===== src/common/audio_fmt_pkg.sv =====
`default_nettype none

package audio_fmt_pkg;

  ////////////////////////////////////////
  // fixed-point formats
  ////////////////////////////////////////

  localparam int sample_w = 16;           // one audio word
  localparam int q_bits   = 14;           // Q2.14 coefficients
  localparam int sum_w    = sample_w + 3; // six terms cannot wrap

  // signed pcm sample
  typedef logic signed [sample_w-1:0] sample_t;

  // gain or pan, 16384 is unity
  typedef logic signed [sample_w-1:0] coef_t;

  // left/right accumulator
  typedef logic signed [sum_w-1:0] sum_t;

endpackage

`default_nettype wire


===== src/common/mixer_cfg_pkg.sv =====
`default_nettype none

package mixer_cfg_pkg;

  localparam int nr_channels   = 4;
  localparam int nr_requesters = nr_channels + 2; // channels plus left and right
  localparam int req_id_w      = $clog2(nr_requesters);

  typedef logic [req_id_w-1:0] req_id_t;

  // output slots follow the channel slots
  localparam req_id_t left_req  = req_id_t'(nr_channels);
  localparam req_id_t right_req = req_id_t'(nr_channels + 1);

  ////////////////////////////////////////
  // frame sequencer
  ////////////////////////////////////////

  typedef enum logic [2:0] {idle, gain, pan, out_gain, emit} mix_state_t;

endpackage

`default_nettype wire


===== src/hdl/nq_multiplier.sv =====
`default_nettype none
`timescale 1ns/1ns

module nq_multiplier (
  input  wire                     clk,
  input  wire                     rst_n,
  input  wire                     mul_valid,
  output logic                    mul_ready,
  input  wire audio_fmt_pkg::sample_t mul_multiplicand,
  input  wire audio_fmt_pkg::coef_t   mul_multiplier,
  output logic                    prod_valid,
  output audio_fmt_pkg::sample_t  prod,
  output logic                    prod_overflow
);

  logic                                        s1_valid;
  logic signed [2*audio_fmt_pkg::sample_w-1:0] full_r;   // full width product
  logic signed [2*audio_fmt_pkg::sample_w-1:0] shifted;
  logic                                        ovf;

  assign mul_ready = !s1_valid && !prod_valid; // one operand pair at a time

  // floor division by 2^q_bits
  assign shifted = full_r >>> audio_fmt_pkg::q_bits;

  // fits only if every bit above the sample sign equals it
  assign ovf = shifted[2*audio_fmt_pkg::sample_w-1:audio_fmt_pkg::sample_w-1] !=
               {(audio_fmt_pkg::sample_w+1){shifted[audio_fmt_pkg::sample_w-1]}};

  always_ff @(posedge clk or negedge rst_n) begin
    if (!rst_n) begin
      s1_valid   <= 1'b0;
      prod_valid <= 1'b0;
    end else begin
      s1_valid   <= mul_valid && mul_ready;
      prod_valid <= s1_valid;
    end
  end

  // datapath
  always_ff @(posedge clk) begin
    if (mul_valid && mul_ready) begin
      full_r <= mul_multiplicand * mul_multiplier;
    end
    if (s1_valid) begin
      prod_overflow <= ovf;
      if (!ovf) begin
        prod <= shifted[audio_fmt_pkg::sample_w-1:0];
      end else if (shifted[2*audio_fmt_pkg::sample_w-1]) begin
        prod <= {1'b1, {(audio_fmt_pkg::sample_w-1){1'b0}}}; // negative full scale
      end else begin
        prod <= {1'b0, {(audio_fmt_pkg::sample_w-1){1'b1}}};
      end
    end
  end

endmodule

`default_nettype wire


===== src/mixer/mul_arbiter.sv =====
`default_nettype none
`timescale 1ns/1ns

module mul_arbiter (
  input  wire                                     clk,
  input  wire                                     rst_n,
  // requesters
  input  wire  [mixer_cfg_pkg::nr_requesters-1:0] req_valid,
  output logic [mixer_cfg_pkg::nr_requesters-1:0] req_ready,
  input  wire audio_fmt_pkg::sample_t req_multiplicand [mixer_cfg_pkg::nr_requesters],
  input  wire audio_fmt_pkg::coef_t   req_multiplier   [mixer_cfg_pkg::nr_requesters],
  // shared multiplier
  output logic                                    mul_valid,
  input  wire                                     mul_ready,
  output audio_fmt_pkg::sample_t                  mul_multiplicand,
  output audio_fmt_pkg::coef_t                    mul_multiplier,
  input  wire                                     prod_valid,
  input  wire audio_fmt_pkg::sample_t             prod,
  input  wire                                     prod_overflow,
  // responses
  output logic [mixer_cfg_pkg::nr_requesters-1:0] rsp_valid,
  output audio_fmt_pkg::sample_t                  rsp_product,
  output logic                                    rsp_overflow
);

  logic                   busy;    // request in flight
  logic                   found;
  logic                   accept;
  mixer_cfg_pkg::req_id_t last_id; // round-robin pointer
  mixer_cfg_pkg::req_id_t pick;
  mixer_cfg_pkg::req_id_t cur_id;  // owner of the product in flight

  ////////////////////////////////////////
  // round-robin pick
  ////////////////////////////////////////

  always_comb begin
    int idx;
    found = 1'b0;
    pick  = last_id;
    for (int k = 1; k <= mixer_cfg_pkg::nr_requesters; k++) begin
      idx = (int'(last_id) + k) % mixer_cfg_pkg::nr_requesters;
      if (!found && req_valid[idx]) begin
        found = 1'b1;
        pick  = mixer_cfg_pkg::req_id_t'(idx);
      end
    end
  end

  assign mul_valid        = found && !busy;
  assign accept           = mul_valid && mul_ready;
  assign mul_multiplicand = req_multiplicand[pick];
  assign mul_multiplier   = req_multiplier[pick];

  always_comb begin
    req_ready = '0;
    if (accept) begin
      req_ready[pick] = 1'b1;
    end
  end

  ////////////////////////////////////////
  // grant and product return
  ////////////////////////////////////////

  always_ff @(posedge clk or negedge rst_n) begin
    if (!rst_n) begin
      busy      <= 1'b0;
      last_id   <= mixer_cfg_pkg::req_id_t'(mixer_cfg_pkg::nr_requesters - 1);
      cur_id    <= '0;
      rsp_valid <= '0;
    end else begin
      rsp_valid <= '0;
      if (accept) begin
        busy    <= 1'b1;
        last_id <= pick;
        cur_id  <= pick;
      end
      if (prod_valid) begin
        rsp_valid[cur_id] <= 1'b1;
      end
      if (|rsp_valid) begin
        busy <= 1'b0; // free once the response is out
      end
    end
  end

  always_ff @(posedge clk) begin
    if (prod_valid) begin
      rsp_product  <= prod;
      rsp_overflow <= prod_overflow;
    end
  end

endmodule

`default_nettype wire


===== src/mixer/mixer_core.sv =====
`default_nettype none
`timescale 1ns/1ns

module mixer_core (
  input  wire                                     clk,
  input  wire                                     rst_n,
  // frame in
  input  wire audio_fmt_pkg::sample_t channel_data [mixer_cfg_pkg::nr_channels],
  input  wire                                     channel_valid,
  output logic                                    channel_ready,
  // stereo out
  output audio_fmt_pkg::sample_t                  out_left,
  output audio_fmt_pkg::sample_t                  out_right,
  output logic                                    out_valid,
  input  wire                                     out_ready,
  // levels
  input  wire audio_fmt_pkg::coef_t   channel_gain [mixer_cfg_pkg::nr_channels],
  input  wire audio_fmt_pkg::coef_t   channel_pan  [mixer_cfg_pkg::nr_channels],
  input  wire audio_fmt_pkg::coef_t               output_gain,
  // status
  output logic [mixer_cfg_pkg::nr_channels-1:0]   channel_clip,
  output logic                                    out_clip,
  // multiply requests
  output logic [mixer_cfg_pkg::nr_requesters-1:0] req_valid,
  input  wire  [mixer_cfg_pkg::nr_requesters-1:0] req_ready,
  output audio_fmt_pkg::sample_t req_multiplicand [mixer_cfg_pkg::nr_requesters],
  output audio_fmt_pkg::coef_t   req_multiplier   [mixer_cfg_pkg::nr_requesters],
  input  wire  [mixer_cfg_pkg::nr_requesters-1:0] rsp_valid,
  input  wire audio_fmt_pkg::sample_t             rsp_product,
  input  wire                                     rsp_overflow
);

  localparam int nc = mixer_cfg_pkg::nr_channels;
  localparam int sw = audio_fmt_pkg::sample_w;

  mixer_cfg_pkg::mix_state_t state;

  logic [mixer_cfg_pkg::nr_requesters-1:0] pending;  // responses still due
  logic [nc-1:0]                           clip_acc;
  logic                                    out_clip_acc;
  audio_fmt_pkg::sample_t                  g [nc];   // gained channel values
  audio_fmt_pkg::sum_t                     sum_l;
  audio_fmt_pkg::sum_t                     sum_r;
  audio_fmt_pkg::sample_t                  sat_l;
  audio_fmt_pkg::sample_t                  sat_r;
  logic                                    clip_l;
  logic                                    clip_r;
  logic                                    take;
  logic                                    gain_done;
  logic                                    pan_done;
  logic                                    og_done;

  function automatic audio_fmt_pkg::sample_t saturate(input audio_fmt_pkg::sum_t v);
    if (v[audio_fmt_pkg::sum_w-1:sw-1] == {(audio_fmt_pkg::sum_w-sw+1){v[sw-1]}}) begin
      return v[sw-1:0];
    end
    return v[audio_fmt_pkg::sum_w-1] ? {1'b1, {(sw-1){1'b0}}} : {1'b0, {(sw-1){1'b1}}};
  endfunction

  assign sat_l  = saturate(sum_l);
  assign sat_r  = saturate(sum_r);
  assign clip_l = audio_fmt_pkg::sum_t'(sat_l) != sum_l;
  assign clip_r = audio_fmt_pkg::sum_t'(sat_r) != sum_r;

  assign channel_ready = state == mixer_cfg_pkg::idle;
  assign take          = channel_ready && channel_valid;
  assign gain_done     = state == mixer_cfg_pkg::gain && pending == '0;
  assign pan_done      = state == mixer_cfg_pkg::pan && pending == '0;
  assign og_done       = state == mixer_cfg_pkg::out_gain && pending == '0;

  ////////////////////////////////////////
  // sequencer
  ////////////////////////////////////////

  always_ff @(posedge clk or negedge rst_n) begin
    if (!rst_n) begin
      state        <= mixer_cfg_pkg::idle;
      req_valid    <= '0;
      pending      <= '0;
      clip_acc     <= '0;
      out_clip_acc <= 1'b0;
      out_valid    <= 1'b0;
      channel_clip <= '0;
      out_clip     <= 1'b0;
    end else begin
      req_valid <= req_valid & ~req_ready; // drop once transferred
      pending   <= pending & ~rsp_valid;
      if (state == mixer_cfg_pkg::gain) begin
        clip_acc <= clip_acc | (rsp_valid[nc-1:0] & {nc{rsp_overflow}});
      end
      if (state == mixer_cfg_pkg::out_gain && (rsp_valid[mixer_cfg_pkg::left_req] ||
                                               rsp_valid[mixer_cfg_pkg::right_req])) begin
        out_clip_acc <= out_clip_acc | rsp_overflow;
      end

      if (take) begin
        state              <= mixer_cfg_pkg::gain;
        req_valid[nc-1:0]  <= '1;
        pending[nc-1:0]    <= '1;
        clip_acc           <= '0;
      end
      if (gain_done) begin
        state             <= mixer_cfg_pkg::pan;
        req_valid[nc-1:0] <= '1;
        pending[nc-1:0]   <= '1;
      end
      if (pan_done) begin
        state        <= mixer_cfg_pkg::out_gain;
        out_clip_acc <= clip_l | clip_r; // bus clipped before output gain
        req_valid[mixer_cfg_pkg::left_req]  <= 1'b1;
        req_valid[mixer_cfg_pkg::right_req] <= 1'b1;
        pending[mixer_cfg_pkg::left_req]    <= 1'b1;
        pending[mixer_cfg_pkg::right_req]   <= 1'b1;
      end
      if (og_done) begin
        state        <= mixer_cfg_pkg::emit;
        out_valid    <= 1'b1;
        channel_clip <= clip_acc;
        out_clip     <= out_clip_acc;
      end
      if (state == mixer_cfg_pkg::emit && out_ready) begin
        state     <= mixer_cfg_pkg::idle;
        out_valid <= 1'b0;
      end
    end
  end

  ////////////////////////////////////////
  // operands, sums and results
  ////////////////////////////////////////

  always_ff @(posedge clk) begin
    for (int i = 0; i < nc; i++) begin
      if (take) begin
        req_multiplicand[i] <= channel_data[i];
        req_multiplier[i]   <= channel_gain[i];
      end
      if (gain_done) begin
        req_multiplicand[i] <= g[i];
        req_multiplier[i]   <= channel_pan[i]; // pan sampled at stage start
      end
      if (rsp_valid[i] && state == mixer_cfg_pkg::gain) begin
        g[i] <= rsp_product;
      end
      if (rsp_valid[i] && state == mixer_cfg_pkg::pan) begin
        sum_l <= sum_l + audio_fmt_pkg::sum_t'(rsp_product);
        sum_r <= sum_r + audio_fmt_pkg::sum_t'(g[i]) - audio_fmt_pkg::sum_t'(rsp_product);
      end
    end
    if (gain_done) begin
      sum_l <= '0;
      sum_r <= '0;
    end
    if (pan_done) begin
      req_multiplicand[mixer_cfg_pkg::left_req]  <= sat_l;
      req_multiplicand[mixer_cfg_pkg::right_req] <= sat_r;
      req_multiplier[mixer_cfg_pkg::left_req]    <= output_gain;
      req_multiplier[mixer_cfg_pkg::right_req]   <= output_gain;
    end
    if (rsp_valid[mixer_cfg_pkg::left_req]) begin
      out_left <= rsp_product;
    end
    if (rsp_valid[mixer_cfg_pkg::right_req]) begin
      out_right <= rsp_product;
    end
  end

endmodule

`default_nettype wire


===== src/hdl/audio_mixer_top.sv =====
`default_nettype none
`timescale 1ns/1ns

module audio_mixer_top (
  input  wire                                   clk,
  input  wire                                   rst_n,
  input  wire audio_fmt_pkg::sample_t channel_data [mixer_cfg_pkg::nr_channels],
  input  wire                                   channel_valid,
  output logic                                  channel_ready,
  output audio_fmt_pkg::sample_t                out_left,
  output audio_fmt_pkg::sample_t                out_right,
  output logic                                  out_valid,
  input  wire                                   out_ready,
  input  wire audio_fmt_pkg::coef_t   channel_gain [mixer_cfg_pkg::nr_channels],
  input  wire audio_fmt_pkg::coef_t   channel_pan  [mixer_cfg_pkg::nr_channels],
  input  wire audio_fmt_pkg::coef_t             output_gain,
  output logic [mixer_cfg_pkg::nr_channels-1:0] channel_clip,
  output logic                                  out_clip
);

  // core to arbiter
  logic [mixer_cfg_pkg::nr_requesters-1:0] req_valid;
  logic [mixer_cfg_pkg::nr_requesters-1:0] req_ready;
  audio_fmt_pkg::sample_t req_multiplicand [mixer_cfg_pkg::nr_requesters];
  audio_fmt_pkg::coef_t   req_multiplier   [mixer_cfg_pkg::nr_requesters];
  logic [mixer_cfg_pkg::nr_requesters-1:0] rsp_valid;
  audio_fmt_pkg::sample_t                  rsp_product;
  logic                                    rsp_overflow;

  // arbiter to multiplier
  logic                   mul_valid;
  logic                   mul_ready;
  audio_fmt_pkg::sample_t mul_multiplicand;
  audio_fmt_pkg::coef_t   mul_multiplier;
  logic                   prod_valid;
  audio_fmt_pkg::sample_t prod;
  logic                   prod_overflow;

  mixer_core mixer_core_i0 (
    .clk, .rst_n,
    .channel_data, .channel_valid, .channel_ready,
    .out_left, .out_right, .out_valid, .out_ready,
    .channel_gain, .channel_pan, .output_gain,
    .channel_clip, .out_clip,
    .req_valid, .req_ready, .req_multiplicand, .req_multiplier,
    .rsp_valid, .rsp_product, .rsp_overflow
  );

  mul_arbiter mul_arbiter_i0 (
    .clk, .rst_n,
    .req_valid, .req_ready, .req_multiplicand, .req_multiplier,
    .mul_valid, .mul_ready, .mul_multiplicand, .mul_multiplier,
    .prod_valid, .prod, .prod_overflow,
    .rsp_valid, .rsp_product, .rsp_overflow
  );

  nq_multiplier nq_multiplier_i0 (
    .clk, .rst_n,
    .mul_valid, .mul_ready, .mul_multiplicand, .mul_multiplier,
    .prod_valid, .prod, .prod_overflow
  );

endmodule

`default_nettype wire


===== config.mk =====
export PLATFORM = sky130hd
export DESIGN_NAME = audio_mixer_top
export DESIGN_NICKNAME = d
export VERILOG_FILES = /design/src/common/audio_fmt_pkg.sv /design/src/common/mixer_cfg_pkg.sv /design/src/hdl/nq_multiplier.sv /design/src/mixer/mul_arbiter.sv /design/src/mixer/mixer_core.sv /design/src/hdl/audio_mixer_top.sv
export SDC_FILE = /design/constraint.sdc
export NUM_CORES = 2
export LEC_CHECK = 0
export BUFFER_PORTS_ARGS = -buffer_cell sky130_fd_sc_hd__buf_2
export CORE_MARGIN = 2
export CORE_UTILIZATION = 45
export CTS_BUF_LIST = sky130_fd_sc_hd__clkbuf_16
export DETAILED_ROUTE_END_ITERATION = 12
export GPL_TIMING_DRIVEN = 1
export PLACE_DENSITY_LB_ADDON = 0.08
export RECOVER_POWER = 25
export SYNTH_ARGS = -nofsm -noshare
export SYNTH_HDL_FRONTEND = slang
export SYNTH_HIERARCHICAL = 1
export SYNTH_SLANG_ARGS = --single-unit

===== constraint.sdc =====
create_clock -name clk -period 28.2 [get_ports clk]
set_input_delay 5.64 -clock clk [delete_from_list [all_inputs] [get_ports clk]]
set_output_delay 5.64 -clock clk [all_outputs]
set_load 0.05 [all_outputs]

==> qor.yml <==
run_status:
  status: "finished with violations"
  violations: "max-capacitance violations, max-slew violations"
synth:
  synth.area.mux_share: 0.0372
  synth-xor-area-share: 0.0295
  synth_edf_count: 324
  synth_top_family_by_area: "adder cells"
  syn-num-nets: 4258
  ys_types: 98
  yosysWarnings: 6
  synth-seq-cells: 402
  syn_area_mm2: 0.0345
  synth_seq_area_share: 0.333
  async_reset_ff_frac: 0.0995
  synth_top_flop_cell: "edfxtp_1"
  avgSynthCellArea_um2: 9.78
  synth_compound_area_frac: 0.123
  syn-instance-count: 3525
  synthAdderAreaFrac: 0.262
  synthSimpleGateAreaFrac: 0.129
setup_path:
  ff2ff_path_depth: 33
  rr_endpoint: "nq_multiplier_i0/full_r[27]"
  critPathTopFamily: "adder cells"
  timing.rr.start: "mul_arbiter_i0/last_id[0]"
  endpoint_kind: "flop"
  crit_arrival_ps: 12720
  cp.required_ps: 28520
  criticalPathCategory: "flop to flop"
  crit_path_start_kind: "flop"
  worst-path-max-fanout: 84
  crit_slowest_cell: "fa_1"
  critPathMostFrequentCell: "fa_1"
  rrSetupSlack_ps: 15800
  critPathMaxStageDelay_ps: 1000
  critPathBufInv: 6
sta:
  relSlewSlack: -0.425
  timing.final.crit_share: 0.440
  setup-tns-final_ps: 0
  hold_violations: 0
  rsz0062_at_grt: "false"
  max_freq_mhz: 80.6
  finalCriticalPeriod_ps: 12400
  tightest_slew_ps: 2140
  maxSlewViolCount: 97
  fin_skew_ps: 40.8
  setup_violations: 0
global_routing:
  globalRouteMet2Util: 0.400
  grt_usage: 0.254
  grt_first_pass_wirelength_mm: 152
  antenna_found_initial: 4
  grt_util_met1: 0.358
  busiest_layer: "met2"
  grt_pass1_vias: 26300
  grt_max_degree: 93
  grt_use_met3: 0.0433
  overflow: 0
final_layout:
  fillCellCount: 6962
  register_area_mm2: 0.0115
  multi_input_area_mm2: 0.0201
  drive_above_1_share: 0.121
  final_cell_area_mm2: 0.0380
  layout_commonest_cell: "inv_1"
  final_cell_mix: "inv_1, nand2_1, fa_1"
  nets: 4435
  area_delta_synth_final_pct: 10.2
  fin_cells: 4773
floorplanning:
  die_h_um: 281
  rows: 101
  start_util: 0.454
  num_io_pins: 251
  core-area_mm2: 0.0759
  die_area_mm2: 0.0789
  die_x_um: 281
hold_path:
  min-delay-start: "nq_multiplier_i0/prod[0]"
  hold_class: "flop to flop"
  hold_depth: 0
  hold_end: "mul_arbiter_i0/rsp_product[0]"
place:
  gp_congestion: 0.885
  dpl.cell_count: 4682
  placed_cell_area_mm2: 0.0366
  hpwl_mm: 74.7
  portBuffers: 250
drt:
  first_iter_violations: 2029
  drc: 0
  detail-route-antenna-nets: 0
  firstDrtPassIters: 5
  via_per_inst: 5.41
  via_count: 25800
  wire_per_inst_um: 20.7
  wl_mm: 98.8
clocking:
  clockBufferDepth: 3
  cts_tree: "done"
  cts_resized: 0
  clock_latency_ps: 600
  clock_sinks: 402
  postCtsSetupRepairBufs: 0
  holdBufCountCts: 0
  cts_max_level: 2
  cts_buffers: 48
  ctsRootBufferMaster: "clkbuf_16"
  clkTransAtPathRegs_ps: 60
run:
  drv_cap: 5
cells by family (layout without fill, tap and decap cells):
logic type | count (synthesis) | in the layout
multiplexers | 82 | 82
adder cells (fa/ha/maj) | 521 | 521
AO/OA/AOI/OAI | 648 | 648
flip-flops | 402 | 402
other | 0 | 2
XOR/XNOR | 112 | 112
AND/OR/NAND/NOR | 997 | 997
buffers and inverters | 763 | 979
worst register-to-register path: cells and delay by family (launching register included):
kind | cells | cell delay (ps)
compound gates | 8 | 1760
xor+xnor | 2 | 700
fa+ha+maj | 9 | 4770
buf+inv | 6 | 1560
flops | 1 | 540
mux | 3 | 1370
simple gates | 5 | 1400
per-stage QoR:
stage	hold slack [ps]	worst slack, ps	utilization
floorplan	400	17860	-
global placement	406	16070	0.482
detailed placement	406	15890	0.482
CTS	412	15780	0.501
global route	425	15060	0.500
finish	417	15800	0.500
final cells by class:
cell class | instances | share of cell area
timing repair buffer | 276 | 0.0368
clock inverter | 41 | 0.00678
antenna | 2 | 0.000132
sequential | 402 | 0.302
inverter | 614 | 0.0607
clock buffer | 48 | 0.0316
multi-input combinational | 2360 | 0.528
tap | 1030 | 0.0339
sequential cells by signal, summed over array words and instances (netlist names), 2 cells and up:
register and flops:
mixer_core_i0/out_right 16, mixer_core_i0/sum_l 19, mixer_core_i0/g 64, mixer_core_i0/req_multiplicand 96
mixer_core_i0/state 3, mixer_core_i0/req_valid 6, mixer_core_i0/sum_r 19, mul_arbiter_i0/cur_id 2
mixer_core_i0/out_left 16, mul_arbiter_i0/last_id 3, mul_arbiter_i0/rsp_product 16, mul_arbiter_i0/rsp_valid 6
mixer_core_i0/pending 6, mixer_core_i0/req_multiplier 80, mixer_core_i0/clip_acc 4, mixer_core_i0/channel_clip 4
nq_multiplier_i0/full_r 18, nq_multiplier_i0/prod 16
how the worst max path moves through the flow:
stage / depth (start not counted) / from / endpoint / slack, ps
after floorplan: 38 / mul_arbiter_i0/last_id[0] / nq_multiplier_i0/full_r[27] / 17860
after global placement: 32 / mul_arbiter_i0/last_id[0] / nq_multiplier_i0/full_r[27] / 16070
after detailed placement: 33 / mul_arbiter_i0/last_id[0] / nq_multiplier_i0/full_r[27] / 15890
after CTS: 33 / mul_arbiter_i0/last_id[0] / nq_multiplier_i0/full_r[27] / 15780
after global routing: 33 / mul_arbiter_i0/last_id[0] / nq_multiplier_i0/full_r[27] / 15060
final: 33 / mul_arbiter_i0/last_id[0] / nq_multiplier_i0/full_r[27] / 15800
Yosys cell counts, drive strengths merged, types with 33 or more instances:
master / number / area (um^2)
dfrtp: 38 / 951
a211oi: 41 / 333
mux2: 40 / 450
a21oi: 181 / 921
buf: 36 / 249
nor3: 39 / 195
xor2: 36 / 315
dfxtp: 38 / 761
ha: 187 / 2340
clkbuf: 113 / 434
mux4: 33 / 743
fa: 334 / 6690
o21a: 76 / 571
inv: 613 / 2300
o21ai: 160 / 805
and2: 140 / 877
nand2: 603 / 2270
edfxtp: 324 / 9730
xnor2: 76 / 703
a21o: 56 / 422
nor2: 102 / 390
metal layers:
layer  wire, um  vias to the layer above
li1           -                    11900
met1      45000                    12900
met2      44000                      860
met3       6540                      145
met4       3230                        6
met5         47                        -
Power is left out: the tool's default activity adds up to more than one toggle a clock period on the data nets, which glitch-free logic cannot reach.
